<file path="config.mk">
export PLATFORM = sky130hd
export DESIGN_NAME = mem_read_sched
export DESIGN_NICKNAME = d
export VERILOG_FILES = /design/src/hw/replay_pkg.sv /design/src/hw/tag_fifo.sv /design/src/hw/mem_read_sched.sv
export SDC_FILE = /design/constraint.sdc
export NUM_CORES = 1
export LEC_CHECK = 0
export BUFFER_PORTS_ARGS = -buffer_cell sky130_fd_sc_hd__buf_2
export CORE_ASPECT_RATIO = 0.9
export CORE_MARGIN = 8
export CORE_UTILIZATION = 42
export DETAILED_ROUTE_END_ITERATION = 10
export GPL_ROUTABILITY_DRIVEN = 0
export PLACE_DENSITY_LB_ADDON = 0.05
export RECOVER_POWER = 100
export REMOVE_ABC_BUFFERS = 1
export SETUP_SLACK_MARGIN = 0.02
export SKIP_LAST_GASP = 1
export SYNTH_ARGS = -nofsm -noshare
export SYNTH_HDL_FRONTEND = slang
export SYNTH_SLANG_ARGS = --single-unit
</file>
<file path="constraint.sdc">
create_clock -name clk -period 2 [get_ports clk]
set_input_delay 0.3 -clock clk [delete_from_list [all_inputs] [get_ports clk]]
set_output_delay 0.3 -clock clk [all_outputs]
set_load 0.03 [all_outputs]
</file>
<file path="src/hw/replay_pkg.sv">
//**************************************************************************
// Shared widths, depths and read latency of the replay read engine,
// plus the replay memory address view (queue id + offset, or flat index)
//**************************************************************************

package replay_pkg;

  // Queues and memory regions
  localparam int NUM_QUEUES = 4;
  localparam int QID_W      = 2;
  localparam int OFFSET_W   = 6;
  localparam int ADDR_W     = QID_W + OFFSET_W;

  // Replay word
  localparam int DATA_W = 32;

  // Cycles from read request to read data valid
  localparam int MEM_LAT = 2;

  // FIFO sizing
  localparam int TAG_DEPTH_BITS  = 3;
  localparam int QBUF_DEPTH_BITS = 4;

  // Free entries left when nearly full asserts, enough for every read in flight
  localparam int QBUF_RESERVE = 4;

  // Replay memory address
  // Region select in the upper bits, word offset inside the region below
  typedef union packed {
    struct packed {
      logic [QID_W-1:0]    qid;
      logic [OFFSET_W-1:0] offset;
    } fields;
    logic [ADDR_W-1:0] flat;
  } replay_addr_u;

endpackage

</file>
<file path="src/hw/tag_fifo.sv">
//**************************************************************************
// Small first-word-fall-through FIFO with empty, full and nearly-full
// Serves as the read tag FIFO and as each queue buffer
//**************************************************************************

`timescale 1ns/1ns

module tag_fifo #(
  parameter int WIDTH      = 8,
  parameter int DEPTH_BITS = 3
) (
  input  logic             clk,
  input  logic             rst,
  input  logic             wr_en,
  input  logic [WIDTH-1:0] din,
  input  logic             rd_en,
  output logic [WIDTH-1:0] dout,
  output logic             empty,
  output logic             full,
  output logic             nearly_full
);

  localparam int DEPTH = 1 << DEPTH_BITS;

  logic [WIDTH-1:0]      mem [DEPTH];
  logic [DEPTH_BITS-1:0] wr_ptr;
  logic [DEPTH_BITS-1:0] rd_ptr;
  logic [DEPTH_BITS:0]   count;

  always_ff @(posedge clk) begin
    if (wr_en) begin
      mem[wr_ptr] <= din;
    end
  end

  always_ff @(posedge clk) begin
    if (rst) begin
      wr_ptr <= '0;
      rd_ptr <= '0;
      count  <= '0;
    end else begin
      if (wr_en) begin
        wr_ptr <= wr_ptr + 1'b1;
      end
      if (rd_en) begin
        rd_ptr <= rd_ptr + 1'b1;
      end
      // Simultaneous push and pop leaves the count alone
      if (wr_en && !rd_en) begin
        count <= count + 1'b1;
      end else if (rd_en && !wr_en) begin
        count <= count - 1'b1;
      end
    end
  end

  // Oldest entry is always on the output
  assign dout  = mem[rd_ptr];
  assign empty = (count == '0);
  assign full  = (int'(count) == DEPTH);

  // Free entries at or below the reserve
  assign nearly_full = (int'(count) >= DEPTH - replay_pkg::QBUF_RESERVE);

  // Callers throttle on the flags, so overflow or underflow is a system bug
  a_no_overflow: assert property (@(posedge clk) disable iff (rst)
    !(wr_en && full));

  a_no_underflow: assert property (@(posedge clk) disable iff (rst)
    !(rd_en && empty));

endmodule

</file>
<file path="src/hw/mem_read_sched.sv">
//**************************************************************************
// Round-robin replay read scheduler
// Per-queue head pointers, read issue, tag FIFO and return-data steering
//**************************************************************************

`timescale 1ns/1ns

module mem_read_sched (
  input  logic                                                    clk,
  input  logic                                                    rst,
  input  logic                                                    start,
  input  logic [replay_pkg::NUM_QUEUES-1:0][replay_pkg::OFFSET_W-1:0] tail,
  output logic [replay_pkg::NUM_QUEUES-1:0][replay_pkg::OFFSET_W-1:0] head,
  output logic                                                    rd_en,
  output replay_pkg::replay_addr_u                                rd_addr,
  input  logic                                                    rd_valid,
  input  logic [replay_pkg::DATA_W-1:0]                           rd_data,
  input  logic [replay_pkg::NUM_QUEUES-1:0]                       qbuf_nearly_full,
  output logic [replay_pkg::NUM_QUEUES-1:0]                       qbuf_wr_en,
  output logic [replay_pkg::DATA_W-1:0]                           qbuf_wr_data
);

  // Two-phase cycle of choose then issue
  logic in_issue;

  logic [replay_pkg::QID_W-1:0] last_qid;
  logic [replay_pkg::QID_W-1:0] sel_qid;
  logic                         sel_vld;

  logic [replay_pkg::NUM_QUEUES-1:0] eligible;
  logic [replay_pkg::QID_W-1:0]      cand;
  logic [replay_pkg::QID_W-1:0]      pick;
  logic                              found;

  logic [replay_pkg::QID_W-1:0] tag_dout;
  logic                         tag_empty;
  logic                         tag_full;

  // Queue has words left and room in its buffer
  always_comb begin
    for (int q = 0; q < replay_pkg::NUM_QUEUES; q++) begin
      eligible[q] = start && (head[q] != tail[q]) && !qbuf_nearly_full[q];
    end
  end

  // Search starts just after the last queue served and wraps to it last
  always_comb begin
    found = 1'b0;
    pick  = last_qid;
    cand  = last_qid;
    for (int i = 1; i <= replay_pkg::NUM_QUEUES; i++) begin
      cand = last_qid + i[replay_pkg::QID_W-1:0];
      if (!found && eligible[cand]) begin
        found = 1'b1;
        pick  = cand;
      end
    end
  end

  always_ff @(posedge clk) begin
    if (rst) begin
      in_issue <= 1'b0;
      sel_vld  <= 1'b0;
      sel_qid  <= '0;
      last_qid <= '1;
      head     <= '0;
    end else if (!in_issue) begin
      in_issue <= 1'b1;
      sel_vld  <= found;
      sel_qid  <= pick;
    end else begin
      in_issue <= 1'b0;
      if (sel_vld) begin
        head[sel_qid] <= head[sel_qid] + 1'b1;
        last_qid      <= sel_qid;
      end
    end
  end

  // Read address with the region picked by queue id
  assign rd_en = in_issue && sel_vld;

  always_comb begin
    rd_addr.fields.qid    = sel_qid;
    rd_addr.fields.offset = head[sel_qid];
  end

  // Queue ids of reads in flight in issue order
  tag_fifo #(
    .WIDTH      (replay_pkg::QID_W),
    .DEPTH_BITS (replay_pkg::TAG_DEPTH_BITS)
  ) u_tag_fifo (
    .clk         (clk),
    .rst         (rst),
    .wr_en       (rd_en),
    .din         (sel_qid),
    .rd_en       (rd_valid),
    .dout        (tag_dout),
    .empty       (tag_empty),
    .full        (tag_full),
    .nearly_full ()
  );

  // Returning word goes to the buffer named by the oldest tag
  // No back-pressure here because nearly_full already reserved the space
  always_comb begin
    qbuf_wr_en = '0;
    if (rd_valid) begin
      qbuf_wr_en[tag_dout] = 1'b1;
    end
  end

  assign qbuf_wr_data = rd_data;

  // Every returning word must have a tag from an earlier issue
  a_tag_present: assert property (@(posedge clk) disable iff (rst)
    rd_valid |-> !tag_empty);

  // One issue per two cycles keeps the reads in flight well below the tag depth
  a_tag_room: assert property (@(posedge clk) disable iff (rst)
    rd_en |-> !tag_full);

endmodule

</file>
Word-level counts from Yosys, hierarchy flattened

Memory sizes are Yosys's and may differ from the RTL's. A register that Yosys moved wholly into a read port is not among the register bits.
Index checks and enable logic that the tools add are counted.

Order comparisons: 8
$add $sub $neg: 6
Eq/ne operators: 4
Mux-type cells: 29
Reductions and logical operators: 22

Operator list:

| kind                | number |
|---|---|
| $bwmux 24           | 1 |
| $ne 6x6->1          | 4 |
| $lt 2x3->1 const B  | 6 |
| $logic_and 1x1->1   | 14 |
| $bmux 6 s2          | 1 |
| $demux 6 s2         | 1 |
| $mux 1              | 12 |
| $mux 6              | 2 |
| $bmux 1 s2          | 4 |
| $mux 2              | 4 |
| $logic_not 1->1     | 7 |
| $add 3x1->3 const B | 2 |
| $add 6x1->6 const B | 1 |
| $mux 3              | 2 |
| $add 2x2->2 const B | 2 |
| $ge 2x1->1 const B  | 2 |
| $mux 4              | 1 |
| $add 2x1->2 const B | 1 |
| $demux 1 s2         | 1 |
| $reduce_and 2->1    | 1 |

Input bits: 64
Register bits: 36
Logic and storage cells: 80
Bits in writable memories: 16
Output and inout port bits: 69
Memories kept: 1

Memory list:

| name           | words | width | read ports | clocked after memory_dff | write ports | RTL line       | text |
|---|---|---|---|---|---|---|---|
| u_tag_fifo.mem | 8     | 2     | 1          | 1                        | 1           | tag_fifo.sv:25 | `logic [WIDTH-1:0] mem [DEPTH];` |

Longest topological paths before layout

Depth after elaboration: 15
Depth in mapped cells: 7
Gate-level depth less buffers: 6

Modules after synthesis

A second synthesis with hierarchy kept.

Cells, all modules: 300
Area, all modules: 3160.5 um^2

Modules (own cells, without submodules):

| module         | seq. area each (um^2) | area each (um^2) | times used | cells an instance |
|---|---|---|---|---|
| mem_read_sched | 600.6                 | 1929.4           | 1          | 208 |
| tag_fifo       | 740.7                 | 1231.2           | 1          | 92 |

Least setup slack after synthesis

Ideal clock, no wire load.

Path type: reg-to-reg
Start point: register sel_qid[1] in the netlist's numbering
End point: register head[16] in the netlist's numbering
Clock period less this slack: 2277 ps
Cell stages (with the launch flop): 8
Data arrival time: 2199 ps
Path slack: -277 ps
Setup time: 78 ps
Cell sequence: dfxtp_1 > buf_6 > mux4_2 > ha_1 > nand3_1 > xnor2_1 > nor3_1 > nor3_1

RTL lines:

| element                       | RTL line             | text |
|---|---|---|
| start, declared               | mem_read_sched.sv:27 | `logic [replay_pkg::QID_W-1:0] sel_qid;` |
| start signal, assigned        | mem_read_sched.sv:70 | `sel_qid <= pick;` |
| end signal, assigned by index | mem_read_sched.sv:74 | `head[sel_qid] <= head[sel_qid] + 1'b1;` |
| end, declared                 | mem_read_sched.sv:13 | `output logic [replay_pkg::NUM_QUEUES-1:0][replay_pkg::OFFSET_W-1:0] head,` |

==> results.yml <==
synthesis:
  yosysWarningCount: 0
  syn_area_per_cell_um2: 10.7
  syn_area_mm2: 0.00286
  synth_ff_type: "dfxtp_1"
  synth_seq_area_share: 0.442
  synth_cells: 267
  yosys.cell_types.count: 37
  synth_edf_count: 16
  async_flop_share: 0
  ys_seq_elements: 55
cts:
  cts.sinks: 55
  clk_latency_ps: 310
  postCtsHoldBufs: 0
  cts_tree: "built"
  clock_path_buffers: 2
  cts_made_buffers: 5
  cts_max_level: 2
  clockRootBuffer: "clkbuf_8"
  path_clk_slew_ps: 110
setup_path:
  ff2ff_setup_slack_ps: -50
  reg2reg_from: "sel_qid[0]"
  r2r-end: "head[15]"
  crit_path_top_delay_cell: "mux4_1"
  cpPeakStageDelay_ps: 730
  arrival_ps: 1810
  crit_chain: "mux4_1, buf_2"
  crit_type: "flop to output pin"
  end_kind: "output pin"
  cp_data_required_time_ps: 1700
  cp-start-kind: "flop"
  cp_max_fo: 5
  rr_worst_depth: 6
floorplanning:
  ios: 133
  core_mm2: 0.00659
  placementRows: 28
  die_h_um: 94.2
  dieArea_mm2: 0.00970
  initial_core_util: 0.434
  die_w_um: 103
timing:
  tightest_slew_ps: 744
  timing.final.max_slew_violations: 0
  period_share: 1.06
  holdWs_ps: 371
  finalCriticalPeriod_ps: 2110
  finalSetupViolations: 14
  rsz0062_at_grt: "true"
  fin_ws_ps: -110
  fmax_mhz: 474
  finalHoldViolCount: 0
  fin_skew_ps: 13.4
  relSlewSlack: 0.502
power:
  pwr-share-comb: 0.166
  p_seq_frac: 0.546
  powerDensity_mw_per_mm2: 680
  p_sw_frac: 0.285
  vdd_drop_max_mv: 0.382
  power.internal_mw: 1.60
  power.switching_uw: 639
  pwr-share-clk: 0.288
  leakage_nw: 1.27
hold_path:
  whs_endpoint: "u_tag_fifo.rd_ptr[0]"
  hold_class: "input port to flop"
  min_from: "rd_valid"
  worstHoldPathCells: 3
placed_design:
  dpl.hpwl_mm: 6.80
  pre_cts_ws_ps: -24.0
  io_buffers: 68
  post-place-cells: 406
  placement.cell_area_mm2: 0.00319
drt:
  viasPerCell: 5.19
  drtIter0Drc: 79
  wl_per_cell_um: 20.7
  drc: 0
  ant_nets: 0
  dr.pass1.iters: 4
  routed_wl_mm: 8.58
  vias: 2152
final_layout:
  final_cell_area_mm2: 0.00330
  fin_util: 0.501
  layout-drive-gt1-share: 0.280
  fin_cells: 415
  antennaDiodeCount: 0
  nNetsFinal: 391
  layout_common_cells: "nor2_1 (41), dfxtp_1 (38), buf_2 (36), clkbuf_1 (28), xor2_1 (18)"
  final_common_cell: "nor2_1"
  area_growth_pct: 15.6
global_routing:
  met1_usage: 0.257
  antenna_found_initial: 0
  grt_pass1_wl_mm: 12.9
  grt_start_max_net_pins: 24
  busiest_layer: "met1"
  use_met3: 0.0985
  grt_overflow_total: 0
  grt_pass1_vias: 2167
  globalRouteTotalUtil: 0.180
  use_met2: 0.230
outcome:
  violations: "negative setup slack"
  status: "complete, but fails checks"
run:
  max_cap_violations: 0
final cells by class:
class	instances	area [µm²]
fillers	672	3290
multi-input cells	170	1330
flip-flops and latches	55	1260
repair buffers	89	487
well taps	90	113
clock buffers	5	68.8
clock inverters	3	27.5
inverters	3	11.3
registers in the layout, summed over array words and instances (netlist names), named ones only:
| register | count |
|---|---|
| last_qid | 2 |
| sel_vld | 1 |
| sel_qid | 2 |
| u_tag_fifo.mem | 16 |
| u_tag_fifo.rd_ptr | 3 |
| in_issue | 1 |
| u_tag_fifo.wr_ptr | 3 |
| head | 24 |
critical path, delay by kind of cell, from the launching register on:
kind,cells,cell delay (ps)
multiplexers,1,730
buffers and inverters,1,240
flip-flops,1,530
power by group through the flow:
| stage | Combinational [mW] | Clock, mW | Sequential [mW] |
|---|---|---|---|
| finish | 0.372 | 0.647 | 1.22 |
| CTS | 0.381 | 0.667 | 1.23 |
| detailed placement | 0.363 | 0 | 1.25 |
| global route | 0.405 | 0.707 | 1.23 |
| floorplan | 0.169 | 0 | 1.28 |
| global placement | 0.363 | 0 | 1.25 |
worst max-delay path by stage:
stage,from,end,slack (ps),cells past startpoint
after global placement,sel_qid[0],head[15],-30,5
after global routing,flop,qbuf_wr_en[2],-180,5
after floorplan,sel_qid[0],head[16],-410,6
after detailed placement,sel_qid[0],head[15],-20,5
final,sel_qid[0],rd_addr[2],-110,2
after CTS,flop,qbuf_wr_en[0],-90,5
layer usage:
metal  routed length (µm)  part of all wire  vias up
met5                   46            0.0054        -
met4                   68            0.0079        2
met3                 1060              0.12        8
met2                 3250              0.38       98
met1                 4160              0.48     1020
li1                     -                 -     1024
logic make-up after synthesis:
logic type	count (synthesis)	share of synthesized area
AOI/OAI and AO/OA	25	0.0666
xor gates and xnor gates	32	0.101
adders and majority gates	3	0.0131
buffers and inverters	42	0.103
DFF	55	0.442
muxes	24	0.131
and+or+nand+nor	86	0.144
cell usage after synthesis (3+ instances only):
cell type / instances / area, µm²
nor3_1: 9 / 45.0
mux4_2: 8 / 180
xnor2_1: 13 / 114
o211ai_1: 3 / 22.5
dfxtp_1: 39 / 781
nand2_1: 13 / 48.8
a211oi_1: 12 / 90.1
edfxtp_1: 16 / 480
xor2_1: 18 / 158
mux2i_1: 13 / 130
clkbuf_1: 5 / 18.8
nor2_1: 41 / 154
a21oi_1: 3 / 15.0
nor4_1: 5 / 31.3
ha_1: 3 / 37.5
buf_4: 32 / 240
nand2b_1: 4 / 25.0
inv_1: 3 / 11.3
through the flow:
stage	setup TNS, ps	power [mW]
floorplan	-6720	1.45
global placement	-34.9	1.61
detailed placement	-24.0	1.61
CTS	-326	2.27
global route	-2240	2.34
finish	-780	2.24
what timing repair did:
item                       CTS  global route
setup buffers                0             1
resized for setup           17             5
pin swaps                    1             1
setup endpoints to repair   15            10
Note: power is estimated with default switching activity, not from simulation.
