### src/hw/replay_pkg.sv
//**************************************************************************
// Shared widths, depths and read latency of the replay read engine,
// plus the replay memory address view (queue id + offset, or flat index)
//**************************************************************************

package replay_pkg;

  // Queues and memory regions
  localparam int NUM_QUEUES = 4;
  localparam int QID_W      = 2;
  localparam int OFFSET_W   = 6;
  localparam int ADDR_W     = QID_W + OFFSET_W;

  // Replay word
  localparam int DATA_W = 32;

  // Cycles from read request to read data valid
  localparam int MEM_LAT = 2;

  // FIFO sizing
  localparam int TAG_DEPTH_BITS  = 3;
  localparam int QBUF_DEPTH_BITS = 4;

  // Free entries left when nearly full asserts, enough for every read in flight
  localparam int QBUF_RESERVE = 4;

  // Replay memory address
  // Region select in the upper bits, word offset inside the region below
  typedef union packed {
    struct packed {
      logic [QID_W-1:0]    qid;
      logic [OFFSET_W-1:0] offset;
    } fields;
    logic [ADDR_W-1:0] flat;
  } replay_addr_u;

endpackage

### src/hw/tag_fifo.sv
//**************************************************************************
// Small first-word-fall-through FIFO with empty, full and nearly-full
// Serves as the read tag FIFO and as each queue buffer
//**************************************************************************

`timescale 1ns/1ns

module tag_fifo #(
  parameter int WIDTH      = 8,
  parameter int DEPTH_BITS = 3
) (
  input  logic             clk,
  input  logic             rst,
  input  logic             wr_en,
  input  logic [WIDTH-1:0] din,
  input  logic             rd_en,
  output logic [WIDTH-1:0] dout,
  output logic             empty,
  output logic             full,
  output logic             nearly_full
);

  localparam int DEPTH = 1 << DEPTH_BITS;

  logic [WIDTH-1:0]      mem [DEPTH];
  logic [DEPTH_BITS-1:0] wr_ptr;
  logic [DEPTH_BITS-1:0] rd_ptr;
  logic [DEPTH_BITS:0]   count;

  always_ff @(posedge clk) begin
    if (wr_en) begin
      mem[wr_ptr] <= din;
    end
  end

  always_ff @(posedge clk) begin
    if (rst) begin
      wr_ptr <= '0;
      rd_ptr <= '0;
      count  <= '0;
    end else begin
      if (wr_en) begin
        wr_ptr <= wr_ptr + 1'b1;
      end
      if (rd_en) begin
        rd_ptr <= rd_ptr + 1'b1;
      end
      // Simultaneous push and pop leaves the count alone
      if (wr_en && !rd_en) begin
        count <= count + 1'b1;
      end else if (rd_en && !wr_en) begin
        count <= count - 1'b1;
      end
    end
  end

  // Oldest entry is always on the output
  assign dout  = mem[rd_ptr];
  assign empty = (count == '0);
  assign full  = (int'(count) == DEPTH);

  // Free entries at or below the reserve
  assign nearly_full = (int'(count) >= DEPTH - replay_pkg::QBUF_RESERVE);

  // Callers throttle on the flags, so overflow or underflow is a system bug
  a_no_overflow: assert property (@(posedge clk) disable iff (rst)
    !(wr_en && full));

  a_no_underflow: assert property (@(posedge clk) disable iff (rst)
    !(rd_en && empty));

endmodule

### config.mk
export PLATFORM = sky130hd
export DESIGN_NAME = tag_fifo
export DESIGN_NICKNAME = d
export VERILOG_FILES = /design/src/hw/replay_pkg.sv /design/src/hw/tag_fifo.sv
export SDC_FILE = /design/constraint.sdc
export NUM_CORES = 1
export LEC_CHECK = 0
export ABC_AREA = 1
export BUFFER_PORTS_ARGS = -buffer_cell sky130_fd_sc_hd__buf_4
export CAP_MARGIN = 20
export CORE_MARGIN = 2
export CORE_UTILIZATION = 64
export CTS_BUF_LIST = sky130_fd_sc_hd__clkbuf_16
export DETAILED_ROUTE_END_ITERATION = 10
export GPL_TIMING_DRIVEN = 0
export PLACE_DENSITY = 0.84
export SYNTH_ARGS = -nofsm -noshare
export SYNTH_HDL_FRONTEND = slang
export SYNTH_SLANG_ARGS = --single-unit
### constraint.sdc
create_clock -name clk -period 4 [get_ports clk]
set_input_delay 0.6 -clock clk [delete_from_list [all_inputs] [get_ports clk]]
set_output_delay 0.6 -clock clk [all_outputs]
set_load 0.01 [all_outputs]
# --- Word-level counts from Yosys, hierarchy flattened ---
# Memories as Yosys holds them, arrays and structs flattened. A register that Yosys moved wholly into a read port is not among the register bits.
# Cells that the tools add are included.
word_totals:
  reg_bits: 10
  mem_bits_rw: 64
  elab_cells: 22
  memories: 1
memory_table:
  columns: ["name", "depth", "width", "rd", "rd_ports_with_merged_regs", "write_ports", "line", "source"]
  rows:
  - ["mem", 8, 8, 1, 1, 1, "tag_fifo.sv:25", "logic [WIDTH-1:0] mem [DEPTH];"]
op_classes:
  addsub: 4
  order_cmp: 1
  n_eq_ne: 1
  muxes: 6
  n_reduce_logical: 6
ops:
  columns: ["cell", "n"]
  rows:
  - ["$mux W4", 2]
  - ["$add A3 B1 Y3 const B", 2]
  - ["$mux W3", 2]
  - ["$add A4 B1 Y4 const B", 1]
  - ["$eq A4 B4 Y1 const B", 1]
  - ["$ge A4 B3 Y1 const B", 1]
  - ["$logic_not A4 Y1", 1]
  - ["$sub A4 B1 Y4 const B", 1]
  - ["$logic_and A1 B1 Y1", 2]
  - ["$logic_not A1 Y1", 2]
  - ["$mux W1", 2]
  - ["$reduce_bool A2 Y1", 1]

# --- Logic depth before layout (Yosys ltp) ---
# Gate-level depths: netlist of run 1.
depth:
  word_depth: 4
  mapped_depth: 11
  depth_no_buf: 11

# --- Worst setup path after synthesis of run 1 ---
# OpenSTA, ideal clock, no wires.
synth_path:
  path_kind: "input port to flip-flop"
  startpoint: "input port rd_en"
  endpoint: "register count[3]"
  arrival_time_ns: 1.694
  required_time_ns: 3.891
  slack_ns: 2.197
  cell_stages: 9
  path_buffers: 0
  path_cell_list: "inv_1 -> ha_1 -> inv_1 -> ha_1 -> or2_2 -> nand3_1 -> nand3_1 -> nand2_1 -> inv_1"
synth_between:
  elab_chain_cells: 3
  word_cells_on_any_way: 5
synth_rtl:
  columns: ["element", "line", "source"]
  rows:
  - ["start, declared", "tag_fifo.sv:16", "input logic rd_en,"]
  - ["$logic_not A1 Y1", "tag_fifo.sv:49", "if (wr_en && !rd_en) begin"]
  - ["$logic_and A1 B1 Y1", "tag_fifo.sv:49", null]
  - ["$mux W4 / $reduce_bool A2 Y1 (equally long branches)", null, null]
  - ["end signal, assigned", "tag_fifo.sv:50", "count <= count + 1'b1;"]
  - ["end signal, assigned", "tag_fifo.sv:52", "count <= count - 1'b1;"]
  - ["end, declared", "tag_fifo.sv:28", "logic [DEPTH_BITS:0] count;"]
# Parallel ways exist; a longest one is shown, timed or not.
# A chain may end at the register's enable or synchronous reset.

==> qor.yml, run 1 <==
fin_worst_skew_ns: 0.00359
dr.first_iter.drc_count: 203
dpl.hpwl_um: 4240
drv_slew: 0
min_path_type: "in -> reg"
synth_xor_area_share_pct: 0.810
syn_nets: 319
grt_start_max_net_pins: 14
path_max_fanout: 10
antenna_found_initial: 0
synth_top_area_share_pct: 59.3
synth_simple_gate_area_share_pct: 17.7
die_w_um: 75.2
rsz0062_at_grt: "false"
synth-compound-area-share_pct: 6.41
p_int_uw: 1480
layout-drive-gt1-share_pct: 15.3
ys_seq_elements: 77
synth_area_mm2: 0.00324
synth_commonest_cells: "nor2_1, edfxtp_1, nand2_1, o21ai_1, dfxtp_1"
tightest_slew_ns: 0.820
crit_family: "buffers and inverters"
ys_async_sr_fraction_pct: 0
ys_types: 23
synth_top_family_by_area: "simple AND/OR/NAND/NOR gates"
antenna_cells: 0
worstPathCellList: "buf_6 > buf_2 > nor2_1 > o21ai_1 > nand2_1 > nand2_1 > nand2_1 > buf_4"
drt_wl_total_um: 6650
critPathSlowestCell: "dfxtp_1"
grt_pass1_wl_um: 10300
io_pins: 23
clkSinkCount: 77
synth_area_leaders: "edfxtp_1, nor2_1, dfxtp_1"
nFillCells: 313
power.density_mw_per_mm2: 515
dieArea_mm2: 0.00565
setup_viol: 0
ir_worst_vdd_mv: 0.378
tns_ns: 0
nNetsFinal: 352
first_pass_iters: 5
switching_share_pct: 24.1
hold_buffers: 0
drtAntennaViolNets: 0
clk_root_buffer_cell: "clkbuf_16"
overflow: 0
cp-start-kind: "flop"
synth_ff_type: "edfxtp_1"
gp_congestion: 0.793
crit_buf_inv: 3
max_freq_mhz: 463
crit_top_cell: "nand2_1"
seqPwrFrac_pct: 46.7
avgSynthCellArea_um2: 10.8
initial_core_util_pct: 67.3
synthAdderAreaFrac_pct: 2.55
rows: 25
die_h_um: 75.2
drc: 0
clkPwrFrac_pct: 40.1
cts.path.max_buffers: 2
synth-edff-count: 64
cts_resized: 0
viasPerCell: 5.54
min_period_ns: 2.16
slowest_delay_ns: 0.32
hold_viol: 0
pwr-share-comb_pct: 13.3
grtUsageTotal_pct: 26.4
clk_latency_ns: 0.32
p_leak_uw: 0.00150
fin_ws_ns: 1.84
grt_pass1_vias: 2224
fin_total_pwr_uw: 1950
netlist_instances: 301
cts_setup_buffers: 0
cap_violations: 0
yosys.area.top_type: "edfxtp_1"
status: "complete, no violations"
p_sw_uw: 469
htree_levels: 3
yosysSeqAreaShare_pct: 67.3
core_area_mm2: 0.00482
ys_warn_count: 0
worstSetupPathType: "reg -> out"
clk_pin_slew_ns: 0.06
relSlewSlack_pct: 45.1
wl_per_cell_um: 16.4
fin_util_pct: 78.5
dp_slack_ns: 1.89
vias: 2249
numCtsBuffers: 9
holdWs_ns: 0.504
cp.arrival_ns: 1.56
endpoint_kind: "output pin"
synth_mux_area_share_pct: 0
crit_required_ns: 3.40
period_share_pct: 53.9
areaGrowthSynthToFinish_pct: 16.7
io_buffers: 22
cts_tree: "built"
yosysMostFrequentCell: "nor2_1"
[area by class of cell]
type	count	area [um2]	share of cell area [%]
Buffer	12	115	3.04
Clock buffer	9	225	5.95
Clock inverter	7	67.6	1.79
Inverter	14	55.1	1.46
Multi-Input combinational cell	198	890	23.5
Sequential cell	77	2180	57.7
Tap cell	67	83.8	2.22
Timing Repair Buffer	22	165	4.37
[per-stage QoR]
stage,area [um2],cells
floorplan,3240,301
global placement,3490,390
detailed placement,3490,390
CTS,3780,406
global route,3780,406
finish,3780,406
[routing by layer]
metal | track usage, % | up-vias | wire (um)
met1 | 31.1 | 1082 | 2640
li1 | - | 1077 | -
met3 | 7.63 | 8 | 437
met5 | 0 | - | 0
met2 | 46.3 | 82 | 3490
met4 | 9.75 | 0 | 84
[flip-flops by register name (all words and copies together), names as in the netlist, named ones only]
name,count
wr_ptr,3
rd_ptr,3
count,4
mem,64
[layout by cell type (no fill, tap or decap)]
cell / n
a211oi_1: 1
a21oi_1: 7
buf_2: 2
buf_4: 22
buf_6: 9
bufinv_16: 1
clkbuf_1: 1
clkbuf_16: 9
clkinv_2: 2
clkinv_4: 1
clkinvlp_4: 2
dfxtp_1: 13
edfxtp_1: 64
fa_1: 1
ha_1: 5
inv_1: 13
inv_2: 1
inv_4: 1
nand2_1: 60
nand3_1: 3
nor2_1: 79
nor3_1: 2
nor3b_1: 1
o21ai_0: 3
o21ai_1: 30
or2_1: 1
or2_2: 2
xnor2_1: 1
xor2_1: 2
[final timing paths]
kind / from / end / slack [ns] / cells past startpoint
max: flop / dout[6] / 1.84 / 8
max reg2reg: wr_ptr[0]$_SDFFE_PP0P_ / mem[0][3]$_DFFE_PP_ / 2.36 / 2
min reg2reg: rd_ptr[1]$_SDFFE_PP0P_ / flop / 0.51 / 2
min: din[5] / mem[0][5]$_DFFE_PP_ / 0.50 / 1
[cells by family (layout without fill, tap and decap cells)]
logic type	count (synthesis)	after routing
flops	77	77
xor+xnor	3	3
compound gates	41	41
simple gates	148	148
fa+ha+maj	6	6
buf+inv	26	64
[power by group through the flow]
stage / logic [uW] / registers [uW] / clock network (uW)
after floorplan: 163 / 924 / 0
after global placement: 243 / 925 / 0
after detailed placement: 253 / 926 / 0
after CTS: 259 / 910 / 785
after global routing: 287 / 913 / 815
final: 259 / 910 / 781
Note: power is estimated with default switching activity, not from simulation.
==> inputs of run 2 (changes only) <==
Settings changed: CORE_UTILIZATION 64 to 59, PLACE_DENSITY 0.84 to 0.78.
Clock period 4 ns to 2 ns, I/O delays scaled along.
==> qor.yml, run 2 (synthesized netlist as in run 1, its figures left out) <==
status: "complete, no violations"
p_leak_uw: 0.00149  # -0.19%
grt_pass1_wl_um: 9910  # -4.0%
r2r_cells: 2  # unchanged
min_period_ns: 1.85
drt_wl_total_um: 6280  # -5.5%
hold_start: "din[6]"
ir_worst_vdd_mv: 0.654  # +73%
reg_top3: "mem (64), count (4)"
fin_ws_ns: 0.155  # -1.69 ns
grtUsageTotal_pct: 22.4  # -4.0 points
clk_latency_ns: 0.33  # about the same
die_h_um: 78.1  # +3.9%
viasPerCell: 5.33  # -3.8%
core_area_mm2: 0.00520  # +8.1%
critPathSlowestCell: "dfxtp_1"
setup_viol: 0  # unchanged
drv_slew: 0  # unchanged
hold_buffers: 0  # unchanged
cts_setup_buffers: 0  # unchanged
largest_reg_flops: 64  # unchanged
stdcell_area_mm2: 0.00375  # -0.79%
initial_core_util_pct: 62.3  # -5.0 points
grt_start_max_net_pins: 13  # -1
cts_tree: "built"
dr.first_iter.drc_count: 130  # -36%
power.density_mw_per_mm2: 992  # +92%
antenna_found_initial: 0  # unchanged
crit_top_cell: "nand2_1"
crit_buf_inv: 4  # +1
fin_worst_skew_ns: 0.00563  # +0.00204 ns
reg2reg_setup_slack_ns: 0.40  # -1.96 ns
r2r-start: "wr_ptr[0]$_SDFFE_PP0P_"
rsz0062_at_grt: "false"
wl_per_cell_um: 15.4  # -6.2%
tightest_slew_ns: 0.793  # -0.0277 ns
reg2reg_to: "mem[6][4]$_DFFE_PP_"
cp-start-kind: "flop"
rows: 26  # +4.0%
dieArea_mm2: 0.00610  # +8.0%
grt_pass1_vias: 2112  # -5.0%
htree_levels: 3  # unchanged
layout_common_cells: "nor2_1, edfxtp_1, nand2_1, o21ai_1, buf_4"
path_max_fanout: 10  # unchanged
relSlewSlack_pct: 47.0  # +1.9 points
dpl.hpwl_um: 4150  # -2.3%
io_pins: 23  # unchanged
hold_viol: 0  # unchanged
vias: 2180  # -3.1%
nFillCells: 366  # +17%
clk_pin_slew_ns: 0.06  # about the same
cp.arrival_ns: 1.55  # about the same
numCtsBuffers: 9  # unchanged
overflow: 0  # unchanged
tns_ns: 0  # unchanged
gp_congestion: 0.762  # -4.0%
slowest_delay_ns: 0.32  # about the same
period_share_pct: 92.3
antenna_cells: 0  # unchanged
max_freq_mhz: 542
dp_slack_ns: 0.217  # -1.68 ns
endpoint_kind: "output pin"
first_pass_iters: 5  # unchanged
mostFrequentLayoutCell: "nor2_1"
worstPathCellList: "buf_6 > inv_4 > buf_6 > nor2_1 > o21ai_1 > nand2_1 > nand2_1 > nand2_1 > buf_4"
cap_violations: 0  # unchanged
crit_required_ns: 1.70  # -1.70 ns
clk_root_buffer_cell: "clkbuf_16"
place_area_mm2: 0.00349  # +0.11%
min_to: "mem[3][6]$_DFFE_PP_"
holdWs_ns: 0.203  # -0.301 ns
cts.path.max_buffers: 2  # unchanged
layout-drive-gt1-share_pct: 15.3  # unchanged
io_buffers: 22  # unchanged
drc: 0  # unchanged
min_path_type: "in -> reg"
crit_family: "buffers and inverters"
largest_register: "mem"
drtAntennaViolNets: 0  # unchanged
areaGrowthSynthToFinish_pct: 15.8
nNetsFinal: 352  # unchanged
holdPathStages: 1  # unchanged
worstSetupPathType: "reg -> out"
die_w_um: 78.1  # +3.9%
cts_resized: 0  # unchanged
clkSinkCount: 77  # unchanged
run 2: stage by stage:
stage	utilization, %	total power [uW]	instances
after global placement	67.1	2340	393
after detailed placement	67.1	2350	393
final	72.1	3720	409
after floorplan	-	2170	301
after global routing	72.1	3850	409
after CTS	72.1	3730	409
run 2: cell type report:
class	instances	area, um2	share of cell area, %
Multi-Input combinational cell	198	890	23.7
Buffer	12	115	3.07
Timing Repair Buffer	22	165	4.40
Inverter	14	55.1	1.47
Tap cell	70	87.6	2.33
Clock buffer	9	225	6.00
Clock inverter	7	33.8	0.900
Sequential cell	77	2180	58.1
run 2: where the power goes:
part / switching [uW] / total (uW) / internal, uW
registers: 26.8 / 1820 / 1790
logic: 296 / 507 / 211
clock network: 578 / 1400 / 820
run 2: worst max path at each step:
stage | end | slack, ns | depth (start not counted) | start
after CTS | dout[1] | 0.16 | 8 | flop
after global placement | mem[6][7]$_DFFE_PP_ | 0.25 | 4 | wr_en
after floorplan | count[3]$_SDFFE_PP0P_ | 0.50 | 9 | rd_en
after global routing | dout[4] | 0.07 | 9 | flop
final | dout[6] | 0.15 | 9 | flop
after detailed placement | mem[6][7]$_DFFE_PP_ | 0.22 | 4 | wr_en
run 2: worst reg2reg max path: cells and delay by family, from the launching register on:
kind,cells,cell delay (ns)
flip-flops,1,0.33
AND/OR/NAND/NOR,2,0.90
run 2: routing by layer:
metal	wire (um)	GRT usage, %	up-vias
met5	0	0	-
met2	3210	38.1	67
met4	65	13.0	0
met3	436	3.56	5
met1	2570	27.2	1033
li1	-	-	1075
==> inputs of run 3 (changes only) <==
Settings changed: PLACE_DENSITY 0.78 to 0.75.
==> qor.yml, run 3 (synthesized netlist as in run 1, its figures left out) <==
rows: 26  # unchanged
stdcell_area_mm2: 0.00378  # +0.67%
largest_reg_flops: 64  # unchanged
areaGrowthSynthToFinish_pct: 16.6
max_freq_mhz: 546  # +0.73%
register_area_mm2: 0.00218  # unchanged
numCtsBuffers: 9  # unchanged
crit_family: "buffers and inverters"
p_leak_uw: 0.00150  # +0.37%
fin_cells: 409  # unchanged
die_w_um: 78.1  # unchanged
place_area_mm2: 0.00349  # unchanged
tightest_slew_ns: 0.813  # +0.0205 ns
io_pins: 23  # unchanged
gp_congestion: 0.772  # +1.4%
dieArea_mm2: 0.00610  # unchanged
dpl.hpwl_um: 4010  # -3.4%
min_path_type: "in -> reg"
layout-drive-gt1-share_pct: 14.7  # -0.59 points
layout_common_cells: "nor2_1, edfxtp_1, nand2_1, o21ai_1, buf_4"
critPathSlowestCell: "dfxtp_1"
viasPerCell: 5.11  # -4.1%
nFillCells: 359  # -1.9%
antenna_found_initial: 0  # unchanged
grt_pass1_vias: 2085  # -1.3%
cp-start-kind: "flop"
htree_levels: 3  # unchanged
endpoint_kind: "output pin"
multiInputGateArea_um2: 890  # unchanged
clkSinkCount: 77  # unchanged
crit_top_cell: "nand2_1"
vias: 2091  # -4.1%
dpl.cell_count: 393  # unchanged
crit_required_ns: 1.70  # about the same
worstSetupPathType: "reg -> out"
min_period_ns: 1.83  # -0.0134 ns
initial_core_util_pct: 62.3  # unchanged
drv_slew: 0  # unchanged
grt_start_max_net_pins: 13  # unchanged
status: "complete, no violations"
slowest_delay_ns: 0.32  # about the same
overflow: 0  # unchanged
clk_latency_ns: 0.33  # about the same
io_buffers: 22  # unchanged
cap_violations: 0  # unchanged
setup_viol: 0  # unchanged
fin_ws_ns: 0.168  # +0.0134 ns
cts.path.max_buffers: 2  # unchanged
dp_slack_ns: 0.201  # -0.0157 ns
antenna_cells: 0  # unchanged
dr.first_iter.drc_count: 129  # -0.77%
worstPathCellList: "buf_6 > buf_2 > nor2_1 > o21ai_1 > nand2_1 > nand2_1 > nand2_1 > buf_4"
clk_pin_slew_ns: 0.06  # about the same
nNetsFinal: 352  # unchanged
largest_register: "mem"
clk_root_buffer_cell: "clkbuf_16"
drt_wl_total_um: 6050  # -3.7%
ir_worst_vdd_mv: 1.19  # +83%
hold_viol: 0  # unchanged
power.density_mw_per_mm2: 1020  # +2.7%
relSlewSlack_pct: 45.6  # -1.4 points
fin_util_pct: 72.6  # +0.48 points
grt_pass1_wl_um: 9800  # -1.1%
first_pass_iters: 5  # unchanged
hold_buffers: 0  # unchanged
fin_worst_skew_ns: 0.00263  # -0.00299 ns
drtAntennaViolNets: 0  # unchanged
cts_resized: 0  # unchanged
reg_top3: "mem (64), count (4)"
grtUsageTotal_pct: 22.3  # -0.16 points
die_h_um: 78.1  # unchanged
tns_ns: 0  # unchanged
cts_setup_buffers: 0  # unchanged
period_share_pct: 91.6  # -0.67 points
cp.arrival_ns: 1.53  # -0.02 ns
core_area_mm2: 0.00520  # unchanged
drc: 0  # unchanged
cts_tree: "built"
rsz0062_at_grt: "false"
crit_buf_inv: 3  # -1
mostFrequentLayoutCell: "nor2_1"
path_max_fanout: 10  # unchanged
wl_per_cell_um: 14.8  # -3.7%
run 3: cell count changes in the layout (fill, tap and decap cells not counted):
cell and change:
inv_1 +1, clkinv_1 +1, bufinv_16 +1, clkinvlp_4 +1
clkinv_2 -4
run 3: stage by stage:
step	hold slack, ns	total power [uW]
detailed placement	0.479	2350
CTS	0.189	3870
floorplan	0.399	2170
global route	0.200	4000
finish	0.201	3850
global placement	0.472	2340
run 3: final timing paths:
check                    startpoint                endpoint  slack, ns  cells past startpoint
min reg2reg  rd_ptr[1]$_SDFFE_PP0P_  rd_ptr[1]$_SDFFE_PP0P_       0.48                      2
min                          din[6]     mem[0][6]$_DFFE_PP_       0.20                      1
max reg2reg  wr_ptr[0]$_SDFFE_PP0P_     mem[6][7]$_DFFE_PP_       0.37                      2
max                            flop                 dout[2]       0.17                      8
run 3: layer usage:
metal | up-vias | part of all wire (%) | GRT usage [%]
li1 | 1070 | - | -
met5 | - | 0 | 0
met2 | 59 | 49 | 34.8
met4 | 0 | 0.48 | 11.6
met3 | 5 | 5.7 | 5.86
met1 | 957 | 44 | 28.8
run 3: layout make-up:
| class | instances | area share (%) |
|---|---|---|
| tap | 70 | 2.32 |
| buffer | 12 | 3.05 |
| clock inverter | 7 | 1.56 |
| timing repair buffer | 22 | 4.37 |
| clock buffer | 9 | 5.96 |
| inverter | 14 | 1.46 |
| sequential | 77 | 57.7 |
| multi-input combinational | 198 | 23.5 |
run 3: where the power goes:
group / internal, uW / leakage, uW / total (uW) / switching, uW
clock: 946 / 0.000145 / 1530 / 587
sequential: 1790 / 0.000688 / 1820 / 25.4
combinational: 210 / 0.000665 / 499 / 289
total: 2950 / 0.00150 / 3850 / 901
